`src/logic/id_pkg.sv`:
```
`default_nettype none

package id_pkg;

    localparam int XLEN = 32;

    typedef logic [XLEN-1:0] word_t;
    typedef logic [4:0]      regaddr_t;

    // major opcodes of RV32I, SYSTEM left out on purpose
    typedef enum logic [6:0] {
        OP_LOAD     = 7'b0000011,
        OP_MISC_MEM = 7'b0001111,
        OP_IMM      = 7'b0010011,
        OP_AUIPC    = 7'b0010111,
        OP_STORE    = 7'b0100011,
        OP          = 7'b0110011,
        OP_LUI      = 7'b0110111,
        OP_BRANCH   = 7'b1100011,
        OP_JALR     = 7'b1100111,
        OP_JAL      = 7'b1101111
    } opcode_e;

    localparam logic [2:0] F3_BEQ     = 3'b000;
    localparam logic [2:0] F3_BNE     = 3'b001;
    localparam logic [2:0] F3_BLT     = 3'b100;
    localparam logic [2:0] F3_BGE     = 3'b101;
    localparam logic [2:0] F3_BLTU    = 3'b110;
    localparam logic [2:0] F3_BGEU    = 3'b111;
    localparam logic [2:0] F3_SRL_SRA = 3'b101;

    typedef enum logic [1:0] {PC_NEXT, PC_JUMP_REL, PC_JUMP_ABS, PC_BRANCH} pc_mode_e;

    typedef enum logic [1:0] {ALU_OP1_ZERO, ALU_OP1_RS1, ALU_OP1_IMMU} alu_op1_e;

    typedef enum logic [2:0] {
        ALU_OP2_ZERO, ALU_OP2_RS2, ALU_OP2_IMMI, ALU_OP2_IMMS, ALU_OP2_PC
    } alu_op2_e;

    // encoded as {funct7[0], funct7[5], funct3}
    typedef enum logic [4:0] {
        ALU_ADD   = 5'b00000,
        ALU_SLL   = 5'b00001,
        ALU_SLT   = 5'b00010,
        ALU_SLTU  = 5'b00011,
        ALU_XOR   = 5'b00100,
        ALU_SRL   = 5'b00101,
        ALU_OR    = 5'b00110,
        ALU_AND   = 5'b00111,
        ALU_SUB   = 5'b01000,
        ALU_SRA   = 5'b01101,
        ALU_COPY1 = 5'b11111   // pass operand 1 through
    } alu_mode_e;

    typedef enum logic [1:0] {MA_NONE, MA_LOAD, MA_STORE} ma_mode_e;

    // straight from funct3 of loads and stores
    typedef enum logic [2:0] {
        MA_SIZE_B  = 3'b000,
        MA_SIZE_H  = 3'b001,
        MA_SIZE_W  = 3'b010,
        MA_SIZE_BU = 3'b100,
        MA_SIZE_HU = 3'b101
    } ma_size_e;

    typedef enum logic [1:0] {WB_SRC_NONE, WB_SRC_ALU, WB_SRC_MEM, WB_SRC_PC4} wb_src_e;

    typedef struct packed {
        logic      halt;
        pc_mode_e  pc_mode;
        alu_op1_e  alu_op1;
        alu_op2_e  alu_op2;
        alu_mode_e alu_mode;
        ma_mode_e  ma_mode;
        ma_size_e  ma_size;
        wb_src_e   wb_src;
        logic      ra_used;
        logic      rb_used;
    } ctrl_word_t;

    typedef struct packed {
        ctrl_word_t ctrl;
        regaddr_t   rs1;
        regaddr_t   rs2;
        regaddr_t   rd;
        logic [2:0] funct3;
        word_t      imm_i;
        word_t      imm_s;
        word_t      imm_b;
        word_t      imm_u;
        word_t      imm_j;
    } decoded_t;

    typedef struct packed {
        logic     valid;
        regaddr_t addr;
        word_t    data;
    } reg_write_t;

    // in-flight result, ready once the data exists
    typedef struct packed {
        reg_write_t wr;
        logic       ready;
    } fwd_t;

    typedef struct packed {
        logic  valid;
        word_t addr;
    } jump_t;

    typedef struct packed {
        word_t     pc;
        word_t     ir;
        word_t     alu_op1;
        word_t     alu_op2;
        alu_mode_e alu_mode;
        ma_mode_e  ma_mode;
        ma_size_e  ma_size;
        word_t     ma_data;
        wb_src_e   wb_src;
        word_t     wb_data;
        logic      wb_valid;
        logic      halt;
    } id_out_t;

    localparam word_t NOP_IR = 32'h00000013;   // addi x0, x0, 0

endpackage

`default_nettype wire

```
`src/logic/branch_unit.sv`:
```
`default_nettype none

module branch_unit (
    input  wire id_pkg::decoded_t dec_i,
    input  wire id_pkg::word_t    pc_i,
    input  wire id_pkg::word_t    ra_i,
    input  wire id_pkg::word_t    rb_i,
    input  wire logic             hazard_i,
    output id_pkg::jump_t         jmp_o
);

logic cmp_w;
logic taken_w;

// funct3[2:1] picks the compare, funct3[0] negates it
always_comb begin
    case (dec_i.funct3[2:1])
        2'b00:   cmp_w = (ra_i == rb_i);
        2'b10:   cmp_w = ($signed(ra_i) < $signed(rb_i));
        2'b11:   cmp_w = (ra_i < rb_i);
        default: cmp_w = 1'b0;
    endcase
    taken_w = cmp_w ^ dec_i.funct3[0];
end

always_comb begin
    case (dec_i.ctrl.pc_mode)
        id_pkg::PC_JUMP_REL: begin
            jmp_o.valid = 1'b1;   // jal needs no register
            jmp_o.addr  = pc_i + dec_i.imm_j;
        end
        id_pkg::PC_JUMP_ABS: begin
            jmp_o.valid = !hazard_i;
            jmp_o.addr  = ra_i + dec_i.imm_i;
        end
        id_pkg::PC_BRANCH: begin
            jmp_o.valid = taken_w && !hazard_i;
            jmp_o.addr  = pc_i + dec_i.imm_b;
        end
        default: begin
            jmp_o.valid = 1'b0;
            jmp_o.addr  = '0;
        end
    endcase
end

endmodule

`default_nettype wire

```
`src/logic/id_stage.sv`:
```
`default_nettype none

module id_stage #(
    parameter id_pkg::word_t BUBBLE_PC = 32'h0
) (
    input  wire logic               clk_i,
    input  wire logic               reset_i,
    input  wire id_pkg::word_t      pc_i,
    input  wire id_pkg::word_t      ir_i,
    input  wire id_pkg::fwd_t       ex_fwd_i,
    input  wire id_pkg::fwd_t       ma_fwd_i,
    input  wire id_pkg::reg_write_t wb_i,
    output logic                    ready_o,
    output id_pkg::jump_t           jmp_o,
    output id_pkg::id_out_t         out_o
);

localparam id_pkg::id_out_t BUBBLE = '{
    pc:       BUBBLE_PC,
    ir:       id_pkg::NOP_IR,
    alu_op1:  '0,
    alu_op2:  '0,
    alu_mode: id_pkg::ALU_ADD,
    ma_mode:  id_pkg::MA_NONE,
    ma_size:  id_pkg::MA_SIZE_W,
    ma_data:  '0,
    wb_src:   id_pkg::WB_SRC_ALU,
    wb_data:  '0,
    wb_valid: 1'b0,
    halt:     1'b0
};

id_pkg::decoded_t dec_w;
id_pkg::word_t    rs1_data_w;
id_pkg::word_t    rs2_data_w;
id_pkg::word_t    ra_w;        // bypassed rs1
id_pkg::word_t    rb_w;        // bypassed rs2
id_pkg::word_t    alu_op1_w;
id_pkg::word_t    alu_op2_w;
logic             hazard_w;
id_pkg::jump_t    jmp_w;
id_pkg::id_out_t  next_w;

instr_decoder u_decoder (
    .ir_i  (ir_i),
    .dec_o (dec_w)
);

reg_file u_reg_file (
    .clk_i      (clk_i),
    .reset_i    (reset_i),
    .rs1_i      (dec_w.rs1),
    .rs2_i      (dec_w.rs2),
    .wr_i       (wb_i),
    .rs1_data_o (rs1_data_w),
    .rs2_data_o (rs2_data_w)
);

operand_bypass u_bypass (
    .dec_i      (dec_w),
    .pc_i       (pc_i),
    .rs1_data_i (rs1_data_w),
    .rs2_data_i (rs2_data_w),
    .ex_fwd_i   (ex_fwd_i),
    .ma_fwd_i   (ma_fwd_i),
    .wb_i       (wb_i),
    .ra_o       (ra_w),
    .rb_o       (rb_w),
    .hazard_o   (hazard_w),
    .alu_op1_o  (alu_op1_w),
    .alu_op2_o  (alu_op2_w)
);

branch_unit u_branch (
    .dec_i    (dec_w),
    .pc_i     (pc_i),
    .ra_i     (ra_w),
    .rb_i     (rb_w),
    .hazard_i (hazard_w),
    .jmp_o    (jmp_w)
);

// fetch holds its inputs while ready_o is low
always_comb begin
    ready_o = reset_i || !hazard_w;
    jmp_o   = reset_i ? '0 : jmp_w;
end

always_comb begin
    next_w.pc       = pc_i;
    next_w.ir       = ir_i;
    next_w.alu_op1  = alu_op1_w;
    next_w.alu_op2  = alu_op2_w;
    next_w.alu_mode = dec_w.ctrl.alu_mode;
    next_w.ma_mode  = dec_w.ctrl.ma_mode;
    next_w.ma_size  = dec_w.ctrl.ma_size;
    next_w.ma_data  = rb_w;          // store data
    next_w.wb_src   = dec_w.ctrl.wb_src;
    next_w.wb_data  = pc_i + 32'd4;  // link address for jal/jalr
    next_w.wb_valid = (dec_w.ctrl.wb_src != id_pkg::WB_SRC_NONE) && (dec_w.rd != '0);
    next_w.halt     = dec_w.ctrl.halt;
end

// a stalled instruction leaves a bubble behind
always_ff @(posedge clk_i) begin
    if (reset_i || hazard_w) begin
        out_o <= BUBBLE;
    end else begin
        out_o <= next_w;
    end
end

endmodule

`default_nettype wire

```
`src/logic/instr_decoder.sv`:
```
`default_nettype none

module instr_decoder (
    input  wire id_pkg::word_t    ir_i,
    output id_pkg::decoded_t      dec_o
);

logic [6:0]        funct7_w;
logic [2:0]        funct3_w;
logic [6:0]        opcode_w;
id_pkg::alu_mode_e mode7_w;   // full funct7/funct3 mode
id_pkg::alu_mode_e mode3_w;   // funct3 only
id_pkg::ctrl_word_t cw_w;

always_comb begin
    funct7_w = ir_i[31:25];
    funct3_w = ir_i[14:12];
    opcode_w = ir_i[6:0];
    mode7_w  = id_pkg::alu_mode_e'({funct7_w[0], funct7_w[5], funct3_w});
    mode3_w  = id_pkg::alu_mode_e'({2'b00, funct3_w});
end

// control word table, defaults describe a plain op on rs1 and imm_i
always_comb begin
    cw_w.halt     = 1'b0;
    cw_w.pc_mode  = id_pkg::PC_NEXT;
    cw_w.alu_op1  = id_pkg::ALU_OP1_RS1;
    cw_w.alu_op2  = id_pkg::ALU_OP2_IMMI;
    cw_w.alu_mode = id_pkg::ALU_ADD;
    cw_w.ma_mode  = id_pkg::MA_NONE;
    cw_w.ma_size  = id_pkg::MA_SIZE_W;
    cw_w.wb_src   = id_pkg::WB_SRC_ALU;
    cw_w.ra_used  = 1'b1;
    cw_w.rb_used  = 1'b0;

    casez ({funct7_w, funct3_w, opcode_w})
        {7'b0000000, 3'b001, id_pkg::OP_IMM},
        {7'b0?00000, id_pkg::F3_SRL_SRA, id_pkg::OP_IMM}: begin
            cw_w.alu_mode = mode7_w;   // slli, srli, srai
        end
        {7'b???????, 3'b?00, id_pkg::OP_IMM},
        {7'b???????, 3'b?1?, id_pkg::OP_IMM}: begin
            cw_w.alu_mode = mode3_w;
        end
        {7'b???????, 3'b???, id_pkg::OP_LUI}: begin
            cw_w.alu_op1  = id_pkg::ALU_OP1_IMMU;
            cw_w.alu_op2  = id_pkg::ALU_OP2_ZERO;
            cw_w.alu_mode = id_pkg::ALU_COPY1;
            cw_w.ra_used  = 1'b0;
        end
        {7'b???????, 3'b???, id_pkg::OP_AUIPC}: begin
            cw_w.alu_op1 = id_pkg::ALU_OP1_IMMU;
            cw_w.alu_op2 = id_pkg::ALU_OP2_PC;
            cw_w.ra_used = 1'b0;
        end
        {7'b0000000, 3'b???, id_pkg::OP},
        {7'b0100000, 3'b000, id_pkg::OP},
        {7'b0100000, id_pkg::F3_SRL_SRA, id_pkg::OP}: begin
            cw_w.alu_op2  = id_pkg::ALU_OP2_RS2;
            cw_w.alu_mode = mode7_w;
            cw_w.rb_used  = 1'b1;
        end
        {7'b???????, 3'b???, id_pkg::OP_JAL}: begin
            cw_w.pc_mode = id_pkg::PC_JUMP_REL;
            cw_w.alu_op1 = id_pkg::ALU_OP1_ZERO;
            cw_w.alu_op2 = id_pkg::ALU_OP2_ZERO;
            cw_w.wb_src  = id_pkg::WB_SRC_PC4;
            cw_w.ra_used = 1'b0;
        end
        {7'b???????, 3'b000, id_pkg::OP_JALR}: begin
            cw_w.pc_mode = id_pkg::PC_JUMP_ABS;
            cw_w.alu_op1 = id_pkg::ALU_OP1_ZERO;
            cw_w.alu_op2 = id_pkg::ALU_OP2_ZERO;
            cw_w.wb_src  = id_pkg::WB_SRC_PC4;
        end
        {7'b???????, id_pkg::F3_BEQ,  id_pkg::OP_BRANCH},
        {7'b???????, id_pkg::F3_BNE,  id_pkg::OP_BRANCH},
        {7'b???????, id_pkg::F3_BLT,  id_pkg::OP_BRANCH},
        {7'b???????, id_pkg::F3_BGE,  id_pkg::OP_BRANCH},
        {7'b???????, id_pkg::F3_BLTU, id_pkg::OP_BRANCH},
        {7'b???????, id_pkg::F3_BGEU, id_pkg::OP_BRANCH}: begin
            cw_w.pc_mode = id_pkg::PC_BRANCH;
            cw_w.alu_op1 = id_pkg::ALU_OP1_ZERO;
            cw_w.alu_op2 = id_pkg::ALU_OP2_ZERO;
            cw_w.wb_src  = id_pkg::WB_SRC_NONE;
            cw_w.rb_used = 1'b1;
        end
        {7'b???????, 3'b00?, id_pkg::OP_LOAD},
        {7'b???????, 3'b010, id_pkg::OP_LOAD},
        {7'b???????, 3'b10?, id_pkg::OP_LOAD}: begin
            cw_w.ma_mode = id_pkg::MA_LOAD;
            cw_w.ma_size = id_pkg::ma_size_e'(funct3_w);
            cw_w.wb_src  = id_pkg::WB_SRC_MEM;
        end
        {7'b???????, 3'b00?, id_pkg::OP_STORE},
        {7'b???????, 3'b010, id_pkg::OP_STORE}: begin
            cw_w.alu_op2 = id_pkg::ALU_OP2_IMMS;
            cw_w.ma_mode = id_pkg::MA_STORE;
            cw_w.ma_size = id_pkg::ma_size_e'(funct3_w);
            cw_w.wb_src  = id_pkg::WB_SRC_NONE;
            cw_w.rb_used = 1'b1;
        end
        {7'b???????, 3'b???, id_pkg::OP_MISC_MEM}: begin   // fence runs as a nop
            cw_w.alu_op1 = id_pkg::ALU_OP1_ZERO;
            cw_w.alu_op2 = id_pkg::ALU_OP2_ZERO;
            cw_w.wb_src  = id_pkg::WB_SRC_NONE;
            cw_w.ra_used = 1'b0;
        end
        default: begin
            cw_w.halt    = 1'b1;   // illegal, includes SYSTEM
            cw_w.wb_src  = id_pkg::WB_SRC_NONE;
            cw_w.ra_used = 1'b0;
        end
    endcase
end

always_comb begin
    dec_o.ctrl   = cw_w;
    dec_o.rs1    = ir_i[19:15];
    dec_o.rs2    = ir_i[24:20];
    dec_o.rd     = ir_i[11:7];
    dec_o.funct3 = funct3_w;
    dec_o.imm_i  = {{20{ir_i[31]}}, ir_i[31:20]};
    dec_o.imm_s  = {{20{ir_i[31]}}, ir_i[31:25], ir_i[11:7]};
    dec_o.imm_b  = {{19{ir_i[31]}}, ir_i[31], ir_i[7], ir_i[30:25], ir_i[11:8], 1'b0};
    dec_o.imm_u  = {ir_i[31:12], 12'b0};
    dec_o.imm_j  = {{11{ir_i[31]}}, ir_i[31], ir_i[19:12], ir_i[20], ir_i[30:21], 1'b0};
end

endmodule

`default_nettype wire

```
`src/logic/operand_bypass.sv`:
```
`default_nettype none

module operand_bypass (
    input  wire id_pkg::decoded_t   dec_i,
    input  wire id_pkg::word_t      pc_i,
    input  wire id_pkg::word_t      rs1_data_i,
    input  wire id_pkg::word_t      rs2_data_i,
    input  wire id_pkg::fwd_t       ex_fwd_i,
    input  wire id_pkg::fwd_t       ma_fwd_i,
    input  wire id_pkg::reg_write_t wb_i,
    output id_pkg::word_t           ra_o,
    output id_pkg::word_t           rb_o,
    output logic                    hazard_o,
    output id_pkg::word_t           alu_op1_o,
    output id_pkg::word_t           alu_op2_o
);

// youngest matching result wins
function automatic id_pkg::word_t bypass(id_pkg::regaddr_t rs, id_pkg::word_t rf_data);
    id_pkg::word_t val;
    if (rs == '0)
        val = '0;
    else if (ex_fwd_i.wr.valid && ex_fwd_i.wr.addr == rs)
        val = ex_fwd_i.wr.data;
    else if (ma_fwd_i.wr.valid && ma_fwd_i.wr.addr == rs)
        val = ma_fwd_i.wr.data;
    else if (wb_i.valid && wb_i.addr == rs)
        val = wb_i.data;
    else
        val = rf_data;
    return val;
endfunction

// a pending result that is not computed yet
function automatic logic collide(id_pkg::regaddr_t rs, logic used);
    logic ex_hit;
    logic ma_hit;
    ex_hit = ex_fwd_i.wr.valid && !ex_fwd_i.ready && ex_fwd_i.wr.addr == rs;
    ma_hit = ma_fwd_i.wr.valid && !ma_fwd_i.ready && ma_fwd_i.wr.addr == rs;
    return used && (rs != '0) && (ex_hit || ma_hit);
endfunction

always_comb begin
    ra_o     = bypass(dec_i.rs1, rs1_data_i);
    rb_o     = bypass(dec_i.rs2, rs2_data_i);
    hazard_o = collide(dec_i.rs1, dec_i.ctrl.ra_used)
            || collide(dec_i.rs2, dec_i.ctrl.rb_used);
end

always_comb begin
    case (dec_i.ctrl.alu_op1)
        id_pkg::ALU_OP1_RS1:  alu_op1_o = ra_o;
        id_pkg::ALU_OP1_IMMU: alu_op1_o = dec_i.imm_u;
        default:              alu_op1_o = '0;
    endcase

    case (dec_i.ctrl.alu_op2)
        id_pkg::ALU_OP2_RS2:  alu_op2_o = rb_o;
        id_pkg::ALU_OP2_IMMI: alu_op2_o = dec_i.imm_i;
        id_pkg::ALU_OP2_IMMS: alu_op2_o = dec_i.imm_s;
        id_pkg::ALU_OP2_PC:   alu_op2_o = pc_i;   // auipc
        default:              alu_op2_o = '0;
    endcase
end

endmodule

`default_nettype wire

```
`src/logic/reg_file.sv`:
```
`default_nettype none

module reg_file (
    input  wire logic               clk_i,
    input  wire logic               reset_i,
    input  wire id_pkg::regaddr_t   rs1_i,
    input  wire id_pkg::regaddr_t   rs2_i,
    input  wire id_pkg::reg_write_t wr_i,
    output id_pkg::word_t           rs1_data_o,
    output id_pkg::word_t           rs2_data_o
);

// x0 has no storage
id_pkg::word_t regs_r [31:1];

always_ff @(posedge clk_i) begin
    if (reset_i) begin
        for (int i = 1; i < 32; i++) begin
            regs_r[i] <= '0;
        end
    end else if (wr_i.valid && wr_i.addr != '0) begin
        regs_r[wr_i.addr] <= wr_i.data;
    end
end

// reads see the old value during a write, wb bypass covers that case
always_comb begin
    rs1_data_o = (rs1_i == '0) ? '0 : regs_r[rs1_i];
    rs2_data_o = (rs2_i == '0) ? '0 : regs_r[rs2_i];
end

endmodule

`default_nettype wire

```
`config.mk`:
```
export PLATFORM = sky130hd
export DESIGN_NAME = id_stage
export DESIGN_NICKNAME = d
export VERILOG_FILES = /design/src/logic/id_pkg.sv /design/src/logic/branch_unit.sv /design/src/logic/id_stage.sv /design/src/logic/instr_decoder.sv /design/src/logic/operand_bypass.sv /design/src/logic/reg_file.sv
export SDC_FILE = /design/constraint.sdc
export NUM_CORES = 2
export LEC_CHECK = 0
export ABC_AREA = 0
export BUFFER_PORTS_ARGS = -buffer_cell sky130_fd_sc_hd__buf_4
export CORE_UTILIZATION = 55
export CTS_CLUSTER_DIAMETER = 150
export DETAILED_ROUTE_END_ITERATION = 6
export PLACE_DENSITY = 0.73
export SLEW_MARGIN = 15
export SYNTH_ARGS = -nofsm -noshare
export SYNTH_HDL_FRONTEND = slang
export SYNTH_SLANG_ARGS = --single-unit
```
`constraint.sdc`:
```
create_clock -name clk_i -period 7.05 [get_ports clk_i]
set_input_delay 0.705 -clock clk_i [delete_from_list [all_inputs] [get_ports clk_i]]
set_output_delay 0.705 -clock clk_i [all_outputs]
set_load 0.01 [all_outputs]
```
=== Yosys cells after proc, flatten, opt, wreduce, memory -nomap -nowiden ===
Memories as Yosys holds them, arrays and structs flattened.
Cells that the tools add are included.

* Bits in registers: 206
* Bits in writable memories: 992
* Input bits: 182
* Output and inout port bits: 240
* Memories kept: 1

{| class="wikitable"
|+ Memory list
! name !! words !! bits a word !! rd ports !! clocked after Yosys merged registers in !! wr ports !! line !! RTL
|-
| u_reg_file.regs_r || 31 || 32 || 2 || 0 || 31 || reg_file.sv:14 || <nowiki>id_pkg::word_t regs_r [31:1];</nowiki>
|}

* $add $sub $neg: 4
* $lt $le $gt $ge: 2
* Equal/unequal tests: 41
* Muxes and demuxes: 30
* Bitwise logic cells: 1
* Reductions and logical operators: 50

{| class="wikitable"
|+ Operator list
! cell !! number
|-
| two-way mux 32 bit || 9
|-
| case mux 32 bit (4 select lines) || 1
|-
| case mux 33 bit (3 select lines) || 1
|-
| adder 32 bit || 3
|-
| < comparator 32 bit || 2
|-
| case mux 32 bit (2 select lines) || 1
|-
| == test 10 bit (second input constant) || 4
|-
| == test 17 x 16 -> 1 bit (second input constant) || 2
|-
| two-way mux 33 bit || 1
|-
| adder 32 x 3 -> 32 bit (second input constant) || 1
|-
| == test 32 bit || 1
|-
| OR reduction 32 bit || 1
|-
| == test 5 bit || 6
|-
| OR reduction 23 bit || 1
|-
| == test 10 x 7 -> 1 bit (second input constant) || 2
|-
| == test 10 x 9 -> 1 bit (second input constant) || 2
|-
| nonzero test 5 bit || 4
|-
| logical AND 1 bit || 19
|-
| OR reduction 19 bit || 1
|-
| OR reduction 9 bit || 2
|-
| == test 17 x 8 -> 1 bit (second input constant) || 1
|-
| == test 16 x 10 -> 1 bit (second input constant) || 1
|-
| case mux 5 bit (3 select lines) || 1
|-
| == test 14 x 6 -> 1 bit (second input constant) || 1
|-
| 34 further kinds || 60
|}

=== Longest topological paths before layout ===
* Depth in word-level cells: 12
* Mapped depth: 24

=== By module ===
Synthesis repeated with hierarchy kept, for this count alone.

* Cells, all modules: 5738
* Area, all modules: 72210.5 µm²

{| class="wikitable"
|+ Modules (own cells, without submodules)
! module !! times used !! cells an instance !! area an instance (µm²) !! seq. area each (µm²)
|-
| reg_file || 1 || 3500 || 54223.3 || 30749.5
|-
| id_stage || 1 || 570 || 6307.3 || 4083.9
|-
| operand_bypass || 1 || 760 || 4983.5 || 0.0
|-
| branch_unit || 1 || 651 || 4808.4 || 0.0
|-
| instr_decoder || 1 || 257 || 1888.1 || 0.0
|}

=== Worst setup path after synthesis ===
OpenSTA, ideal clock, no wires.

* Path kind: input to output
* Start: input port ir_i[15]
* End: output port jmp_o[30] (netlist name)
* Data arrival time: 5672 ps
* Setup slack: 673 ps
* Stages on the path: 23
* Path buffers: 5
* Path through: buf_6 buf_6 buf_6 buf_2 buf_2 mux4_2 mux4_2 mux2i_1 a211oi_1 a21oi_1 a211oi_1 ha_1 a21o_1 a21o_1 a21oi_1 o21ai_0 o21a_1 or3_1 or3_4 a211oi_1 o31ai_1 xnor2_1 o22ai_1

{| class="wikitable"
|+ RTL lines
! item !! line !! RTL
|-
| from (decl) || id_stage.sv:9 || <nowiki>input wire id_pkg::word_t ir_i,</nowiki>
|-
| to (decl) || id_stage.sv:14 || <nowiki>output id_pkg::jump_t jmp_o,</nowiki>
|}

==> summary by stage <==
Worst setup path
The most numerous cell on the critical path is sky130_fd_sc_hd__buf_4. The critical path is of the primary input to output port type. The nature of the critical path endpoint is an output port. The largest single stage delay on the critical path is 0.50 ns. The number of buffers and inverters on the critical path is 5. In this run the worst path has a maximum fanout of 37. The slowest stage of the critical path is the sky130_fd_sc_hd__mux4_2 cell. Traced cell by cell, the critical path runs through buf_8, buf_6, buf_4, mux4_2, mux4_2, mux2i_1, a211oi_1, a21oi_1, a211oi_1, ha_1, a21o_1, a21oi_1, nor2b_1, nor2_1, o21ai_0, or3_1, a31oi_1, o211ai_1, o31ai_1, xnor2_1, o22ai_1, buf_4, buf_4.

The cell family with the largest share of critical-path delay is compound AO/OA/AOI/OAI gates. The worst path arrival time is 6.25 ns. For the worst setup path, the data required time is 6.34 ns. The kind of start point of the critical path is a primary input.

Clocking
The clock passes through at most 3 buffers. The library cell used as clock root buffer is sky130_fd_sc_hd__clkbuf_16. The clock edge transition at the registers on the reported setup and hold paths is 0.06 ns. The number of buffers created by CTS is 134. The H-tree was split into 4 levels. At the later pin of the worst-skew pair, clock insertion delay measures 0.81 ns. Buffers inserted to repair hold after CTS numbered 0. TritonCTS built the clock tree.

CTS saw 1228 sinks.

Min path
In this run the worst hold path is classified as primary input to flip-flop.

STA
After layout, the minimum clock period comes to 6.95 ns. At the pin with the least slew margin, the transition time is 1.25 ns. The final setup violation count is 0.

For the final routed database, the setup TNS stands at 0 ns. The worst max-slew margin expressed relative to the limit is 16.3%. The total count of max-transition violations in the final report is 0. The total count of hold-check failures in the final report is 0. Of the available clock period, the critical path in the final layout requires 98.6%. The worst path meets setup with 0.0988 ns of slack.

On the final layout, the worst clock skew is 0.0382 ns. The peak clock frequency supported by timing is 144 MHz.

Routing
The routed wire length is 255 mm. After detailed routing, the number of remaining DRC violations is 1. The via total after detailed routing is 49000. Dividing the detail-routed wire length by the instance count gives 36.4 um.

The average via count per standard cell is 6.98. The initial detailed-routing violation count is 8736. The count of nets left with antenna violations after detail routing is 0. The count of TritonRoute iterations in the first routing pass is 7.

Floorplan
The height of the die is 352 um. For this design the top-level I/O count stands at 422. Measured along the x axis, the die boundary spans 352 um. The total die area is 124000 um^2. Once the floorplan was initialized, standard cells occupied 55.4% of the core. The core region is 122000 um^2. The standard-cell row count is 128.

Logic synthesis
The number of distinct library cells after synthesis is 83. For this run, the leading register cell type out of synthesis is sky130_fd_sc_hd__edfxtp_1. The share of the synthesized netlist area taken by xor and xnor gates is 1.52%. The average footprint of a synthesized cell is 13.8 um^2. The total of flip-flops plus latches after synthesis is 1228.

The fraction of the mapped netlist area in compound gates is 5.18%. The share of synthesized registers carrying an async set or reset is 0%. The cell count after synthesis is 4878.

Of the total synthesized cell area, the portion taken by full adders, half adders and majority gates is 1.77%. Multiplexer cells account for 22.8% of the synthesized area. The number of enable flip-flop cells after synthesis is 1024. The dominant combinational cell family by area after synthesis is multiplexers. Summing every instance area after synthesis gives 67300 um^2. The portion of the post-synthesis area used by sequential elements is 51.7%. The total of warnings raised by yosys is 0. Summing the areas of all and, or, nand and nor instances in the mapped netlist gives 14.1% of the synthesized area.

Place
The HPWL after detailed placement is 159 mm. In this run, placement finished with an instance count of 6741. The final weighted congestion in routability-driven placement is 1.00. Port buffering added 421 buffers. OpenSTA, run right after detailed placement, puts the worst setup slack at 0.109 ns. Summing all placed instances gives a cell area of 73700 um^2.

Power and ir drop
The worst-case IR drop observed on VDD is 287 uV. For this design the static power due to leakage is 29.0 nW. In this run the power density over the cells is 246 nW/um^2.

Finish
The total non-filler cell area in the finished layout is 78400 um^2. The final cell count without fillers is 7024. The fraction of layout cells with a size suffix above 1 is 29.9%. The final layout contains 5531 nets.

The library cell used most frequently in the layout, excluding fill and tap cells, is sky130_fd_sc_hd__and2_1. The share of the core filled with cells is 64.5%. The area added between synthesis and finish is 16.4%. The top cell types in the final layout, fill and taps aside, are 1059 x sky130_fd_sc_hd__and2_1, 1024 x sky130_fd_sc_hd__edfxtp_1, 633 x sky130_fd_sc_hd__mux4_2, 623 x sky130_fd_sc_hd__buf_4, 309 x sky130_fd_sc_hd__nor2_1.

Global route
The initial antenna violation count is 54. The number of global-route vias before repair was 46900. Entering global routing, the biggest net connects 75 pins. The global-route wire length before repair is 352 mm. The total global routing overflow is 0. Global routing used 41.3% of the available tracks across all layers.

Run status
The run finished, with violations left. The final reports fail on design-rule violations.

Flow run
The max-capacitance violation count is 0.
==> state kept, by name, summed over array words and instances (netlist names) <==
signal and flops:
u_reg_file.regs_r 1024, out_o 204
==> per-layer routing <==
| metal | GRT usage (%) | vias up | part of all wire, % |
|---|---|---|---|
| met1 | 53.4 | 24300 | 34 |
| met5 | 0.196 | - | 0.043 |
| li1 | - | 19300 | - |
| met2 | 60.1 | 4427 | 44 |
| met4 | 26.8 | 14 | 7.0 |
| met3 | 13.4 | 941 | 15 |
==> per-stage QoR <==
stage	hold slack [ns]	power, mW
4_1_cts	0.0842	19.1
6_report	0.102	19.3
3_3_place_gp	0.916	12.0
2_1_floorplan	0.777	10.6
3_5_place_dp	0.916	12.0
5_1_grt	0.0941	19.7
==> cell type report <==
cell class	instances	area [um^2]
timing repair buffer	669	5600
clock inverter	73	781
inverter	23	87.6
clock buffer	169	3650
multi-input combinational	3199	31300
tap	1625	2030
sequential	1228	34800
fill	8768	43200
antenna	38	95.1
==> timing repair <==
| item | in CTS | in global routing |
|---|---|---|
| endpoints found under the setup margin | 0 | 4 |
| setup buffers | 0 | 0 |
| resized for setup | 0 | 10 |
==> cells in the mapped netlist (all sizes together), types with 9 or more instances <==
master | instances | area share [%]
xnor2 | 48 | 0.62
a22oi | 36 | 0.40
dfxtp | 204 | 6.1
nand2b | 12 | 0.11
ha | 92 | 1.7
nor4 | 10 | 0.12
o21ai | 111 | 0.83
a21o | 47 | 0.52
xor2 | 69 | 0.90
a21oi | 97 | 0.72
a211o | 38 | 0.49
buf | 119 | 0.90
a211oi | 90 | 1.0
mux4 | 633 | 21
and2 | 1060 | 9.8
nand4 | 16 | 0.15
o22ai | 16 | 0.15
or3 | 15 | 0.15
nor3 | 24 | 0.19
nor2 | 341 | 1.9
nand2 | 116 | 0.65
nand3 | 36 | 0.28
clkbuf | 340 | 1.9
mux2i | 105 | 1.6
and3 | 22 | 0.20
o21a | 16 | 0.18
inv | 22 | 0.12
nor2b | 9 | 0.084
edfxtp | 1024 | 46
==> worst paths after layout <==
check	startpoint	end	slack, ns	cells after the start
worst min register to register	u_reg_file.regs_r[0][2]$_DFFE_PP_	out_o[112]$_SDFF_PP0_	1.37	7
worst min-delay path	ir_i[0]	out_o[142]$_SDFF_PP1_	0.10	2
worst max-delay path	ir_i[16]	jmp_o[31]	0.1	23
worst max register to register	u_reg_file.regs_r[11][15]$_SDFFCE_PN0P_	out_o[93]$_SDFF_PP0_	3.74	10
==> power by group <==
group	total (mW)	switching [mW]	internal, mW	leakage [nW]
sequential	8.49	0.209	8.28	11.4
clock	7.24	3.05	4.19	2.16
combinational	3.53	2.00	1.53	15.4
total	19.3	5.25	14.0	29.0
==> cells by family (layout without fill, tap and decap cells) <==
kind of cell / Yosys count / in the layout
other cells: 1 / 70
compound gates: 520 / 520
mux: 739 / 739
fa+ha+maj: 94 / 94
simple gates: 1697 / 1697
buf+inv: 482 / 934
flops: 1228 / 1228
xor+xnor: 117 / 117
No activity file was read; power rests on OpenSTA's default activity.
